<file path="config.mk">
export PLATFORM = sky130hd
export DESIGN_NAME = chip_link_top
export DESIGN_NICKNAME = d
export VERILOG_FILES = /design/src/chip_link_pkg.sv /design/src/chip_link_top.sv /design/src/cmd_queue.sv /design/src/reply_sender.sv /design/src/spi_frame_engine.sv
export VERILOG_INCLUDE_DIRS = /design/src
export SDC_FILE = /design/constraint.sdc
export NUM_CORES = 1
export LEC_CHECK = 0
export BUFFER_PORTS_ARGS = -buffer_cell sky130_fd_sc_hd__clkbuf_2
export CELL_PAD_IN_SITES_DETAIL_PLACEMENT = 1
export CELL_PAD_IN_SITES_GLOBAL_PLACEMENT = 1
export CORE_MARGIN = 5
export CORE_UTILIZATION = 55
export DETAILED_ROUTE_END_ITERATION = 6
export PLACE_DENSITY_LB_ADDON = 0.1
export SLEW_MARGIN = 10
export SYNTH_ARGS = -nofsm -noshare
export SYNTH_HDL_FRONTEND = slang
export SYNTH_SLANG_ARGS = --single-unit
export TNS_END_PERCENT = 100
</file>
<file path="constraint.sdc">
create_clock -name clk -period 7 [get_ports clk]
set_input_delay 0 -clock clk [delete_from_list [all_inputs] [get_ports clk]]
set_output_delay 0 -clock clk [all_outputs]
set_load 0.005 [all_outputs]
</file>
<file path="src/chip_link_consts.svh">
`ifndef CHIP_LINK_CONSTS_SVH
`define CHIP_LINK_CONSTS_SVH

// register field widths
`define CL_DATA_W        16
`define CL_ADDR_W        7

// serial frame, data word above the address
`define CL_FRAME_LEN     23
// reply bits sampled after capture
`define CL_REPLY_LEN     16

// command fifo entries, also the host's starting credits
`define CL_CMD_DEPTH     4
// reply buffer entries
`define CL_REPLY_DEPTH   4
// host credits held by the reply side after reset
`define CL_REPLY_CREDITS 2

`endif

</file>
<file path="src/chip_link_pkg.sv">
`include "chip_link_consts.svh"

package chip_link_pkg;

    ////////////////////
    // vector types

    typedef logic [`CL_DATA_W-1:0]    reg_data_t;
    typedef logic [`CL_ADDR_W-1:0]    reg_addr_t;
    typedef logic [`CL_FRAME_LEN-1:0] frame_t;

    ////////////////////
    // host words

    // one register access, 24 bits
    typedef struct packed {
        logic      is_read;
        reg_addr_t addr;
        reg_data_t data;
    } cmd_t;

    // read result back to host, 23 bits
    typedef struct packed {
        reg_addr_t addr;
        reg_data_t data;
    } reply_t;

    // frame engine states
    typedef enum logic [2:0] {
        st_idle,
        st_shift,
        st_capture,
        st_sample,
        st_hand_off
    } engine_state_t;

endpackage

</file>
<file path="src/chip_link_top.sv">
module chip_link_top
    import chip_link_pkg::*;
(
    input  logic   clk,
    input  logic   reset,
    // host command channel
    input  cmd_t   cmd,
    input  logic   cmd_valid,
    output logic   cmd_credit,
    // host reply channel
    output reply_t reply,
    output logic   reply_valid,
    input  logic   reply_credit,
    // chip pins
    output logic   spi_din,
    output logic   update,
    output logic   capture,
    input  logic   spi_out
);

    ////////////////////
    // internal links

    // queue to engine
    cmd_t   q_cmd;
    logic   q_valid;
    logic   q_pop;

    // engine to sender
    reply_t eng_reply;
    logic   eng_reply_valid;
    logic   sender_ready;

    cmd_queue u_cmd_queue (
        .clk        (clk),
        .reset      (reset),
        .cmd        (cmd),
        .cmd_valid  (cmd_valid),
        .cmd_credit (cmd_credit),
        .q_cmd      (q_cmd),
        .q_valid    (q_valid),
        .q_pop      (q_pop)
    );

    spi_frame_engine u_frame_engine (
        .clk             (clk),
        .reset           (reset),
        .q_cmd           (q_cmd),
        .q_valid         (q_valid),
        .q_pop           (q_pop),
        .spi_din         (spi_din),
        .update          (update),
        .capture         (capture),
        .spi_out         (spi_out),
        .eng_reply       (eng_reply),
        .eng_reply_valid (eng_reply_valid),
        .sender_ready    (sender_ready)
    );

    reply_sender u_reply_sender (
        .clk             (clk),
        .reset           (reset),
        .eng_reply       (eng_reply),
        .eng_reply_valid (eng_reply_valid),
        .sender_ready    (sender_ready),
        .reply           (reply),
        .reply_valid     (reply_valid),
        .reply_credit    (reply_credit)
    );

endmodule

</file>
<file path="src/cmd_queue.sv">
`include "chip_link_consts.svh"

module cmd_queue
    import chip_link_pkg::*;
(
    input  logic clk,
    input  logic reset,
    // host side
    input  cmd_t cmd,
    input  logic cmd_valid,
    output logic cmd_credit,
    // engine side
    output cmd_t q_cmd,
    output logic q_valid,
    input  logic q_pop
);

    // depth is a power of two, pointers wrap on their own
    localparam int ptr_w = $clog2(`CL_CMD_DEPTH);
    localparam int cnt_w = $clog2(`CL_CMD_DEPTH + 1);

    cmd_t mem [`CL_CMD_DEPTH];

    logic [ptr_w-1:0] wr_ptr;
    logic [ptr_w-1:0] rd_ptr;
    logic [cnt_w-1:0] count;
    logic             full;
    logic             push;
    logic             pop;

    assign full    = (count == cnt_w'(`CL_CMD_DEPTH));
    // host spends a credit per word, so full never sees a push
    assign push    = cmd_valid && !full;
    assign pop     = q_pop && q_valid;
    assign q_valid = (count != '0);
    // head entry, read straight out of the array
    assign q_cmd   = mem[rd_ptr];

    ////////////////////
    // storage

    always_ff @(posedge clk) begin
        if (push) begin
            mem[wr_ptr] <= cmd;
        end
    end

    ////////////////////
    // pointers, fill level and credit return

    always_ff @(posedge clk or posedge reset) begin
        if (reset) begin
            wr_ptr     <= '0;
            rd_ptr     <= '0;
            count      <= '0;
            cmd_credit <= 1'b0;
        end else begin
            if (push) begin
                wr_ptr <= wr_ptr + 1'b1;
            end
            if (pop) begin
                rd_ptr <= rd_ptr + 1'b1;
            end
            case ({push, pop})
                2'b10:   count <= count + 1'b1;
                2'b01:   count <= count - 1'b1;
                default: count <= count;
            endcase
            // one credit back per entry taken by the engine
            cmd_credit <= pop;
        end
    end

endmodule

</file>
<file path="src/reply_sender.sv">
`include "chip_link_consts.svh"

module reply_sender
    import chip_link_pkg::*;
(
    input  logic   clk,
    input  logic   reset,
    // frame engine
    input  reply_t eng_reply,
    input  logic   eng_reply_valid,
    output logic   sender_ready,
    // host side
    output reply_t reply,
    output logic   reply_valid,
    input  logic   reply_credit
);

    // power of two depth, pointers wrap naturally
    localparam int ptr_w = $clog2(`CL_REPLY_DEPTH);
    localparam int cnt_w = $clog2(`CL_REPLY_DEPTH + 1);
    localparam int credit_w = $clog2(`CL_REPLY_CREDITS + 1);

    reply_t mem [`CL_REPLY_DEPTH];

    logic [ptr_w-1:0]    wr_ptr;
    logic [ptr_w-1:0]    rd_ptr;
    logic [cnt_w-1:0]    count;
    logic [credit_w-1:0] credits;
    logic                push;
    logic                send;

    assign sender_ready = (count != cnt_w'(`CL_REPLY_DEPTH));
    assign push         = eng_reply_valid && sender_ready;
    // head word goes out whenever a credit is in hand
    assign send         = (count != '0) && (credits != '0);
    assign reply_valid  = send;
    assign reply        = mem[rd_ptr];

    always_ff @(posedge clk) begin
        if (push) begin
            mem[wr_ptr] <= eng_reply;
        end
    end

    ////////////////////
    // fifo control and host credits

    always_ff @(posedge clk or posedge reset) begin
        if (reset) begin
            wr_ptr  <= '0;
            rd_ptr  <= '0;
            count   <= '0;
            credits <= credit_w'(`CL_REPLY_CREDITS);
        end else begin
            if (push) begin
                wr_ptr <= wr_ptr + 1'b1;
            end
            if (send) begin
                rd_ptr <= rd_ptr + 1'b1;
            end
            case ({push, send})
                2'b10:   count <= count + 1'b1;
                2'b01:   count <= count - 1'b1;
                default: count <= count;
            endcase
            // returned credit and spent credit cancel out
            case ({reply_credit, send})
                2'b10:   credits <= credits + 1'b1;
                2'b01:   credits <= credits - 1'b1;
                default: credits <= credits;
            endcase
        end
    end

endmodule

</file>
<file path="src/spi_frame_engine.sv">
`include "chip_link_consts.svh"

module spi_frame_engine
    import chip_link_pkg::*;
(
    input  logic   clk,
    input  logic   reset,
    // command queue
    input  cmd_t   q_cmd,
    input  logic   q_valid,
    output logic   q_pop,
    // chip pins
    output logic   spi_din,
    output logic   update,
    output logic   capture,
    input  logic   spi_out,
    // reply sender
    output reply_t eng_reply,
    output logic   eng_reply_valid,
    input  logic   sender_ready
);

    // one counter covers both the frame and the reply bits
    localparam int cnt_w = $clog2(`CL_FRAME_LEN);
    localparam int last_bit = `CL_FRAME_LEN - 1;
    localparam int last_sample = `CL_REPLY_LEN - 1;

    engine_state_t    state;
    logic [cnt_w-1:0] bit_cnt;
    logic             is_read;
    frame_t           shift_reg;
    reg_addr_t        cur_addr;
    reg_data_t        rx_data;
    reg_data_t        load_data;
    logic             frame_end;

    // take a command only when nothing is in flight
    assign q_pop = (state == st_idle) && q_valid;

    // reads send the address with an all-zero data field
    assign load_data = q_cmd.is_read ? '0 : q_cmd.data;

    assign frame_end = (state == st_shift) && (bit_cnt == cnt_w'(last_bit));

    ////////////////////
    // pin drive

    // lsb of the shift register is the current bit
    assign spi_din = (state == st_shift) && shift_reg[0];
    // strobe only on bit 22 of a write
    assign update  = frame_end && !is_read;
    assign capture = (state == st_capture);

    // reply held until the sender has room
    assign eng_reply       = '{addr: cur_addr, data: rx_data};
    assign eng_reply_valid = (state == st_hand_off);

    ////////////////////
    // control fsm

    always_ff @(posedge clk or posedge reset) begin
        if (reset) begin
            state   <= st_idle;
            bit_cnt <= '0;
            is_read <= 1'b0;
        end else begin
            case (state)
                st_idle: begin
                    if (q_pop) begin
                        state   <= st_shift;
                        bit_cnt <= '0;
                        is_read <= q_cmd.is_read;
                    end
                end
                st_shift: begin
                    if (frame_end) begin
                        // writes are done, reads go on to capture
                        state   <= is_read ? st_capture : st_idle;
                        bit_cnt <= '0;
                    end else begin
                        bit_cnt <= bit_cnt + 1'b1;
                    end
                end
                st_capture: begin
                    state <= st_sample;
                end
                st_sample: begin
                    if (bit_cnt == cnt_w'(last_sample)) begin
                        state <= st_hand_off;
                    end else begin
                        bit_cnt <= bit_cnt + 1'b1;
                    end
                end
                st_hand_off: begin
                    // full reply buffer parks us here
                    if (sender_ready) begin
                        state <= st_idle;
                    end
                end
                default: begin
                    state <= st_idle;
                end
            endcase
        end
    end

    ////////////////////
    // datapath

    always_ff @(posedge clk) begin
        if (q_pop) begin
            shift_reg <= {load_data, q_cmd.addr};
            cur_addr  <= q_cmd.addr;
        end else if (state == st_shift) begin
            shift_reg <= shift_reg >> 1;
        end
        // chip answers lsb first, so shift in from the top
        if (state == st_sample) begin
            rx_data <= {spi_out, rx_data[`CL_DATA_W-1:1]};
        end
    end

endmodule

</file>
# Word-level counts from Yosys, hierarchy flattened
# Memory sizes are Yosys's and may differ from the RTL's.
# Index checks and enable logic that the tools add are counted.
totals:
  ff_bits: 72
  mem_bits_rw: 188
  memories: 2
op_classes:
  n_eq_ne: 19
  reduce_logical: 22
  muxes: 20
  add_sub_neg: 11
memory_table:
  columns: ["memory", "words", "word_bits", "rd", "rd_clocked_by_memory_dff", "write_ports", "line_no", "source"]
  rows:
  - ["u_cmd_queue.mem", 4, 24, 1, 0, 1, "cmd_queue.sv:22", "cmd_t mem [`CL_CMD_DEPTH];"]
  - ["u_reply_sender.mem", 4, 23, 1, 0, 1, "reply_sender.sv:23", "reply_t mem [`CL_REPLY_DEPTH];"]
op_table:
  columns: ["operator", "n"]
  rows:
  - ["two-way mux 23 bit", 2]
  - ["two-way mux 16 bit", 1]
  - ["two-way mux 5 bit", 3]
  - ["one-hot mux 3 bit (5 select lines)", 1]
  - ["one-hot mux 5 bit (3 select lines)", 1]
  - ["two-way mux 3 bit", 4]
  - ["one-hot mux 3 bit (2 select lines)", 2]
  - ["adder 2 x 1 -> 2 bit, second input constant", 5]
  - ["nonzero test 2 bit", 5]
  - ["nonzero test 3 bit", 3]
  - ["logical AND 1 bit", 8]
  - ["adder 3 x 1 -> 3 bit, second input constant", 2]
  - ["== test 2 x 1 -> 1 bit, second input constant", 3]
  - ["== test 2 bit, second input constant", 3]
  - ["== test 3 x 2 -> 1 bit, second input constant", 2]
  - ["== test 3 bit, second input constant", 2]
  - ["!= test 2 bit, second input constant", 3]
  - ["subtractor 3 x 1 -> 3 bit, second input constant", 2]
  - ["adder 5 x 1 -> 5 bit, second input constant", 1]
  - ["== test 5 x 4 -> 1 bit, second input constant", 1]
  - ["== test 5 bit, second input constant", 1]
  - ["two-way mux 1 bit", 4]
  - ["!= test 2 x 1 -> 1 bit, second input constant", 2]
  - ["one-hot mux 2 bit (2 select lines)", 1]
  - ["9 further kinds", 10]

# Logic depth before layout (Yosys ltp)
logic_depth:
  word_depth: 5
  depth_mapped: 11
  mapped_depth_nobuf: 9

# Cells and area by module
# From an unflattened synthesis, not the netlist that was laid out.
hier_totals:
  cells_unflattened: 494
  area_unflattened_um2: 10128.5
modules_own_cells:
  columns: ["module", "cells_each", "seq_area_each_um2", "instances", "area_each_um2"]
  rows:
  - ["cmd_queue", 165, 3083.0, 1, 3967.6]
  - ["reply_sender", 163, 2989.1, 1, 3832.4]
  - ["spi_frame_engine", 166, 1606.5, 1, 2328.5]

# Least setup slack after synthesis
# Ideal clock, no wire load.
synth_timing:
  path_type: "register to register"
  start: "register u_frame_engine.state[2]"
  end: "register u_frame_engine.shift_reg[0] (enable)"
  path_stages_with_launch: 4
  t_arrival_ns: 1.872
  slack_ns: 4.725
  cell_sequence: "dfrtp_1 clkbuf_1 or2_2 nor2_1"
synth_between:
  elab_chain_cells: 3
  elab_cells_between_ends: 4
synth_lines:
  columns: ["item", "line_no", "source"]
  rows:
  - ["start: declaration", "spi_frame_engine.sv:28", "engine_state_t state;"]
  - ["start signal: assignment", "spi_frame_engine.sv:63", "state <= st_idle;"]
  - ["start signal: assignment", "spi_frame_engine.sv:70", "state <= st_shift;"]
  - ["start signal: assignment", "spi_frame_engine.sv:78", "state <= is_read ? st_capture : st_idle;"]
  - ["logical NOT 3 bit", "spi_frame_engine.sv:38", "assign q_pop = (state == st_idle) && q_valid;"]
  - ["logical AND 1 bit", "spi_frame_engine.sv:38", null]
  - ["nonzero test 2 bit (no source line) (*)", null, null]
  - ["end signal: assignment", "spi_frame_engine.sv:112", "shift_reg <= {load_data, q_cmd.addr};"]
  - ["end signal: assignment", "spi_frame_engine.sv:115", "shift_reg <= shift_reg >> 1;"]
  - ["end: declaration", "spi_frame_engine.sv:31", "frame_t shift_reg;"]
# Every way passes the cells marked *; elsewhere a longest branch is shown, timed or not.
# A chain may end at the register's enable or synchronous reset.

# Worst setup path in the final report
layout_timing:
  start: "register u_frame_engine.state[1]"
  end: "register u_cmd_queue.count[2]"
layout_between:
  elab_chain_cells: 5
  elab_cells_between_ends: 7
layout_lines:
  columns: ["item", "line_no", "source"]
  rows:
  - ["logical NOT 3 bit (*)", "spi_frame_engine.sv:38", null]
  - ["logical AND 1 bit (*)", "spi_frame_engine.sv:38", null]
  - ["logical AND 1 bit (*)", "cmd_queue.sv:34", "assign pop = q_pop && q_valid;"]
  - ["== test 2 x 1 -> 1 bit / == test 2 bit (equally long branches)", "cmd_queue.sv:64", "case ({push, pop})"]
  - ["one-hot mux 3 bit (2 select lines) / nonzero test 2 bit (equally long branches)", null, null]
  - ["end signal: assignment", "cmd_queue.sv:65", "2'b10: count <= count + 1'b1;"]
  - ["end signal: assignment", "cmd_queue.sv:66", "2'b01: count <= count - 1'b1;"]
  - ["end signal: assignment", "cmd_queue.sv:67", "default: count <= count;"]
  - ["end: declaration", "cmd_queue.sv:26", "logic [cnt_w-1:0] count;"]
# Marked as above.

==> results.py <==
metrics = {
    "drt": {
        "vias": 4704,
        "drt_wl_total_um": 18660,
        "detailedRoute.firstPassIterationCount": 4,
        "avgViaCountPerCell": 5.634,
        "drtIter0Drc": 254,
        "final_antenna_net_count": 0,
        "drc": 0,
        "post_drt_wl_per_cell_um": 22.34,
    },
    "power": {
        "part_of_the_power_in_the_clock_network_pct": 28.4,
        "power.switching_fraction_pct": 28.04,
        "power_leakage_nw": 4.199,
        "p_seq_share_pct": 46.6,
        "power.internal_w": 0.003437,
        "vdd_drop_max_v": 0.0002696,
        "total_power_w": 0.004776,
        "power_per_cell_area_mw_per_mm2": 404.8,
        "share_comb_of_total_power_pct": 25.1,
        "total_switching_power_w": 0.001339,
    },
    "placement": {
        "globalplace.congestion": 0.7716,
        "portBuffers": 56,
        "place.detailed.hpwl_um": 11670,
        "placement.setup.worst_slack_ns": 4.272,
        "placed_area_mm2": 0.01067,
    },
    "timing": {
        "post-route-period-util_pct": 39.10,
        "drv_slew": 0,
        "fin_tns_setup_ns": 0,
        "layout_min_cycle_time_ns": 2.737,
        "hold_viol_final": 0,
        "worstMarginPinSlew_ns": 1.118,
        "grt_setup_unrepaired": "false",
        "worst_slack_ns": 4.263,
        "slew-limit-headroom_pct": 25.46,
        "max_freq_mhz": 365.4,
        "fin_worst_hold_slack_ns": 0.09789,
        "timing.clock.skew_ns": 0.02041,
        "finalSetupViolations": 0,
    },
    "synth": {
        "postSynth.topFlopCell": "sky130_fd_sc_hd__edfxtp_1",
        "synthesis.area_per_instance_um2": 21.22,
        "synthesis.instances": 478,
        "seq_area_frac_synth_pct": 75.69,
        "postSynth.asyncResetShare_pct": 10.00,
        "netlist.area_leader.share_pct": 69.26,
        "yosys-top-cells-area": "sky130_fd_sc_hd__edfxtp_1, sky130_fd_sc_hd__mux4_2, sky130_fd_sc_hd__dfrtp_1",
        "post_synth_num_cell_types": 50,
        "yosysWarnings": 0,
        "synth.largest_area_cell": "sky130_fd_sc_hd__edfxtp_1",
        "postSynthNetCount": 523,
        "postSynthRegisterBits": 260,
        "synth_enable_flop_cells": 234,
        "syn_area_mm2": 0.01014,
    },
    "cts": {
        "clock_path_buffers": 3,
        "cts_tree": "built",
        "cts_root_buf": "sky130_fd_sc_hd__clkbuf_16",
        "clk_latency_ns": 0.54,
        "clk_pin_slew_ns": 0.06,
        "count_of_clock_tree_sinks": 260,
        "cts_repair_resize_count": 0,
        "cts_buffers": 27,
        "ctsHtreeMaxLevel": 1,
    },
    "critical_path": {
        "crit_buf_inv": 2,
        "end_kind": "flop",
        "r2r_cells": 9,
        "crit_path_cell_trace": "nor2_1 > nand3b_4 > inv_2 > ha_1 > inv_1 > fa_1 > xor2_1 > nor2_1 > xor2_1",
        "timing.critical_path.max_delay_family": "adder cells",
        "crit_type": "flop to flop",
        "worstPathRequired_ns": 7.45,
        "cp-start-kind": "flop",
        "arrival_ns": 3.19,
        "cp.depth": 9,
        "worst_path_largest_cell_delay_ns": 0.50,
        "cp_max_fo": 25,
        "timing.critical_path.slowest_stage_cell": "sky130_fd_sc_hd__inv_2",
    },
    "global_route": {
        "global_route_usage_sum_pct": 18.04,
        "grt_util_met1_pct": 23.72,
        "pin_count_of_the_biggest_net_entering_global_routing": 27,
        "groute.layer.met2.usage_pct": 32.03,
        "antenna_found_initial": 0,
        "global_route.usage.met3_pct": 3.114,
        "first_global_vias": 5317,
        "globalRoute.busiestLayer": "met2",
        "grt_remaining_overflow": 0,
        "grt_pass1_wl_um": 30280,
    },
    "hold_path": {
        "worst_hold_path_type": "input pin to async pin",
    },
    "finish": {
        "signed_area_change_from_the_synthesized_netlist_to_the_final_layout_pct": 16.29,
        "insertedDiodeCount": 0,
        "largest_register_ffs": 96,
        "layout-drive-gt1-share_pct": 29.54,
        "post-route-cell-area_mm2": 0.01180,
        "final_nets": 630,
    },
    "die": {
        "design.core.area_mm2": 0.01809,
        "rows": 49,
        "die_h_um": 145.8,
        "die_w_um": 145.8,
        "initial_core_util_pct": 56.09,
        "ioPinCount": 57,
        "design.die.area_mm2": 0.02126,
    },
    "status": {
        "run_status": "finished clean",
    },
    "job": {
        "max_cap_violations": 0,
    },
}
==> layout by cell type (no fill, tap or decap), types with 2 or more instances in the layout <==
cell,n
sky130_fd_sc_hd__and2_1,9
sky130_fd_sc_hd__and3_1,3
sky130_fd_sc_hd__buf_4,12
sky130_fd_sc_hd__bufinv_16,2
sky130_fd_sc_hd__clkbuf_1,7
sky130_fd_sc_hd__clkbuf_16,27
sky130_fd_sc_hd__clkbuf_2,56
sky130_fd_sc_hd__clkinv_1,6
sky130_fd_sc_hd__clkinv_2,7
sky130_fd_sc_hd__dfrtp_1,25
sky130_fd_sc_hd__dlygate4sd3_1,28
sky130_fd_sc_hd__edfxtp_1,234
sky130_fd_sc_hd__fa_1,2
sky130_fd_sc_hd__ha_1,14
sky130_fd_sc_hd__inv_1,19
sky130_fd_sc_hd__mux2_2,13
sky130_fd_sc_hd__mux2_4,11
sky130_fd_sc_hd__mux2i_1,3
sky130_fd_sc_hd__mux4_1,5
sky130_fd_sc_hd__mux4_2,42
sky130_fd_sc_hd__nand2_1,6
sky130_fd_sc_hd__nand2b_1,2
sky130_fd_sc_hd__nand3_1,2
sky130_fd_sc_hd__nand4b_1,2
sky130_fd_sc_hd__nor2_1,7
sky130_fd_sc_hd__nor2b_1,15
sky130_fd_sc_hd__o211ai_1,2
sky130_fd_sc_hd__o221ai_1,3
sky130_fd_sc_hd__o2bb2ai_1,2
sky130_fd_sc_hd__or2_2,2
sky130_fd_sc_hd__xnor2_1,9
sky130_fd_sc_hd__xor2_1,6
==> worst min-delay path: cells and delay by family <==
kind | cells | cell delay (ns)
buf+inv | 3 | 1.13
==> cell usage after synthesis (all sizes together) (3+ instances only) <==
library cell  number
and3               3
edfxtp           234
buf               13
inv               21
nand2              6
nor2               8
and2               9
xnor2              9
mux2i              3
mux4              47
xor2               6
clkbuf             5
nor2b             15
mux2              25
o221ai             3
dfrtp             25
ha                14
==> cell families (layout without fill, tap and decap cells) <==
kind of cell / Yosys count / in the layout / synth area share [%]
AOI/OAI and AO/OA: 16 / 16 / 1.258
adders and majority gates: 16 / 16 / 2.121
xor gates and xnor gates: 15 / 15 / 1.295
DFF: 260 / 260 / 75.69
and+or+nand+nor: 57 / 57 / 3.416
muxes: 75 / 75 / 14.10
buffers and inverters: 39 / 167 / 2.121
==> repair_timing <==
item	in CTS	in global routing
hold buffers	28	0
setup buffers	0	0
hold endpoints to repair	126	0
setup endpoints to repair	0	0
==> metal layers <==
| metal | share of wire [%] | vias up | wire length [µm] |
|---|---|---|---|
| met5 | 0 | - | 0 |
| met4 | 1.8 | 0 | 338 |
| met3 | 3.7 | 27 | 684 |
| met2 | 53 | 91 | 9801 |
| met1 | 42 | 2468 | 7830 |
| li1 | - | 2118 | - |
==> path summary, 6_finish.rpt <==
path | start | to | slack (ns)
max | u_frame_engine.state[1] | u_cmd_queue.count[2] | 4.26
min | reset | u_reply_sender.credits[0] | 0.1
max reg2reg | u_frame_engine.state[1] | u_cmd_queue.count[2] | 4.26
min reg2reg | u_reply_sender.count[2] | u_reply_sender.count[2] | 0.50
max in group asynchronous | reset | u_cmd_queue.wr_ptr[1] | 6.43
min in group clk | spi_out | u_frame_engine.rx_data[15] | 0.19
==> cell type report <==
cell class,count,area [µm²]
multi-input cells,179,2258
inverters,21,78.83
flip-flops and latches,260,7679
clock inverters,16,142.6
repair buffers,96,650.6
well taps,229,286.5
fillers,1479,6289
clock buffers,34,701.9
==> per-stage QoR <==
| step | std cells | utilization [%] |
|---|---|---|
| after floorplan | 478 | - |
| after global placement | 757 | 58.98 |
| after detailed placement | 757 | 58.98 |
| after CTS | 835 | 65.20 |
| after global routing | 835 | 65.23 |
| final | 835 | 65.23 |
==> power groups by stage <==
stage,registers (W),clock network (W),logic [W]
floorplan,0.00214,0,0.000953
global placement,0.00224,0,0.00114
detailed placement,0.00226,0,0.00119
CTS,0.00223,0.00139,0.00122
global route,0.00226,0.00146,0.00131
finish,0.00222,0.00136,0.00120
No activity file was read; power rests on OpenSTA's default activity.
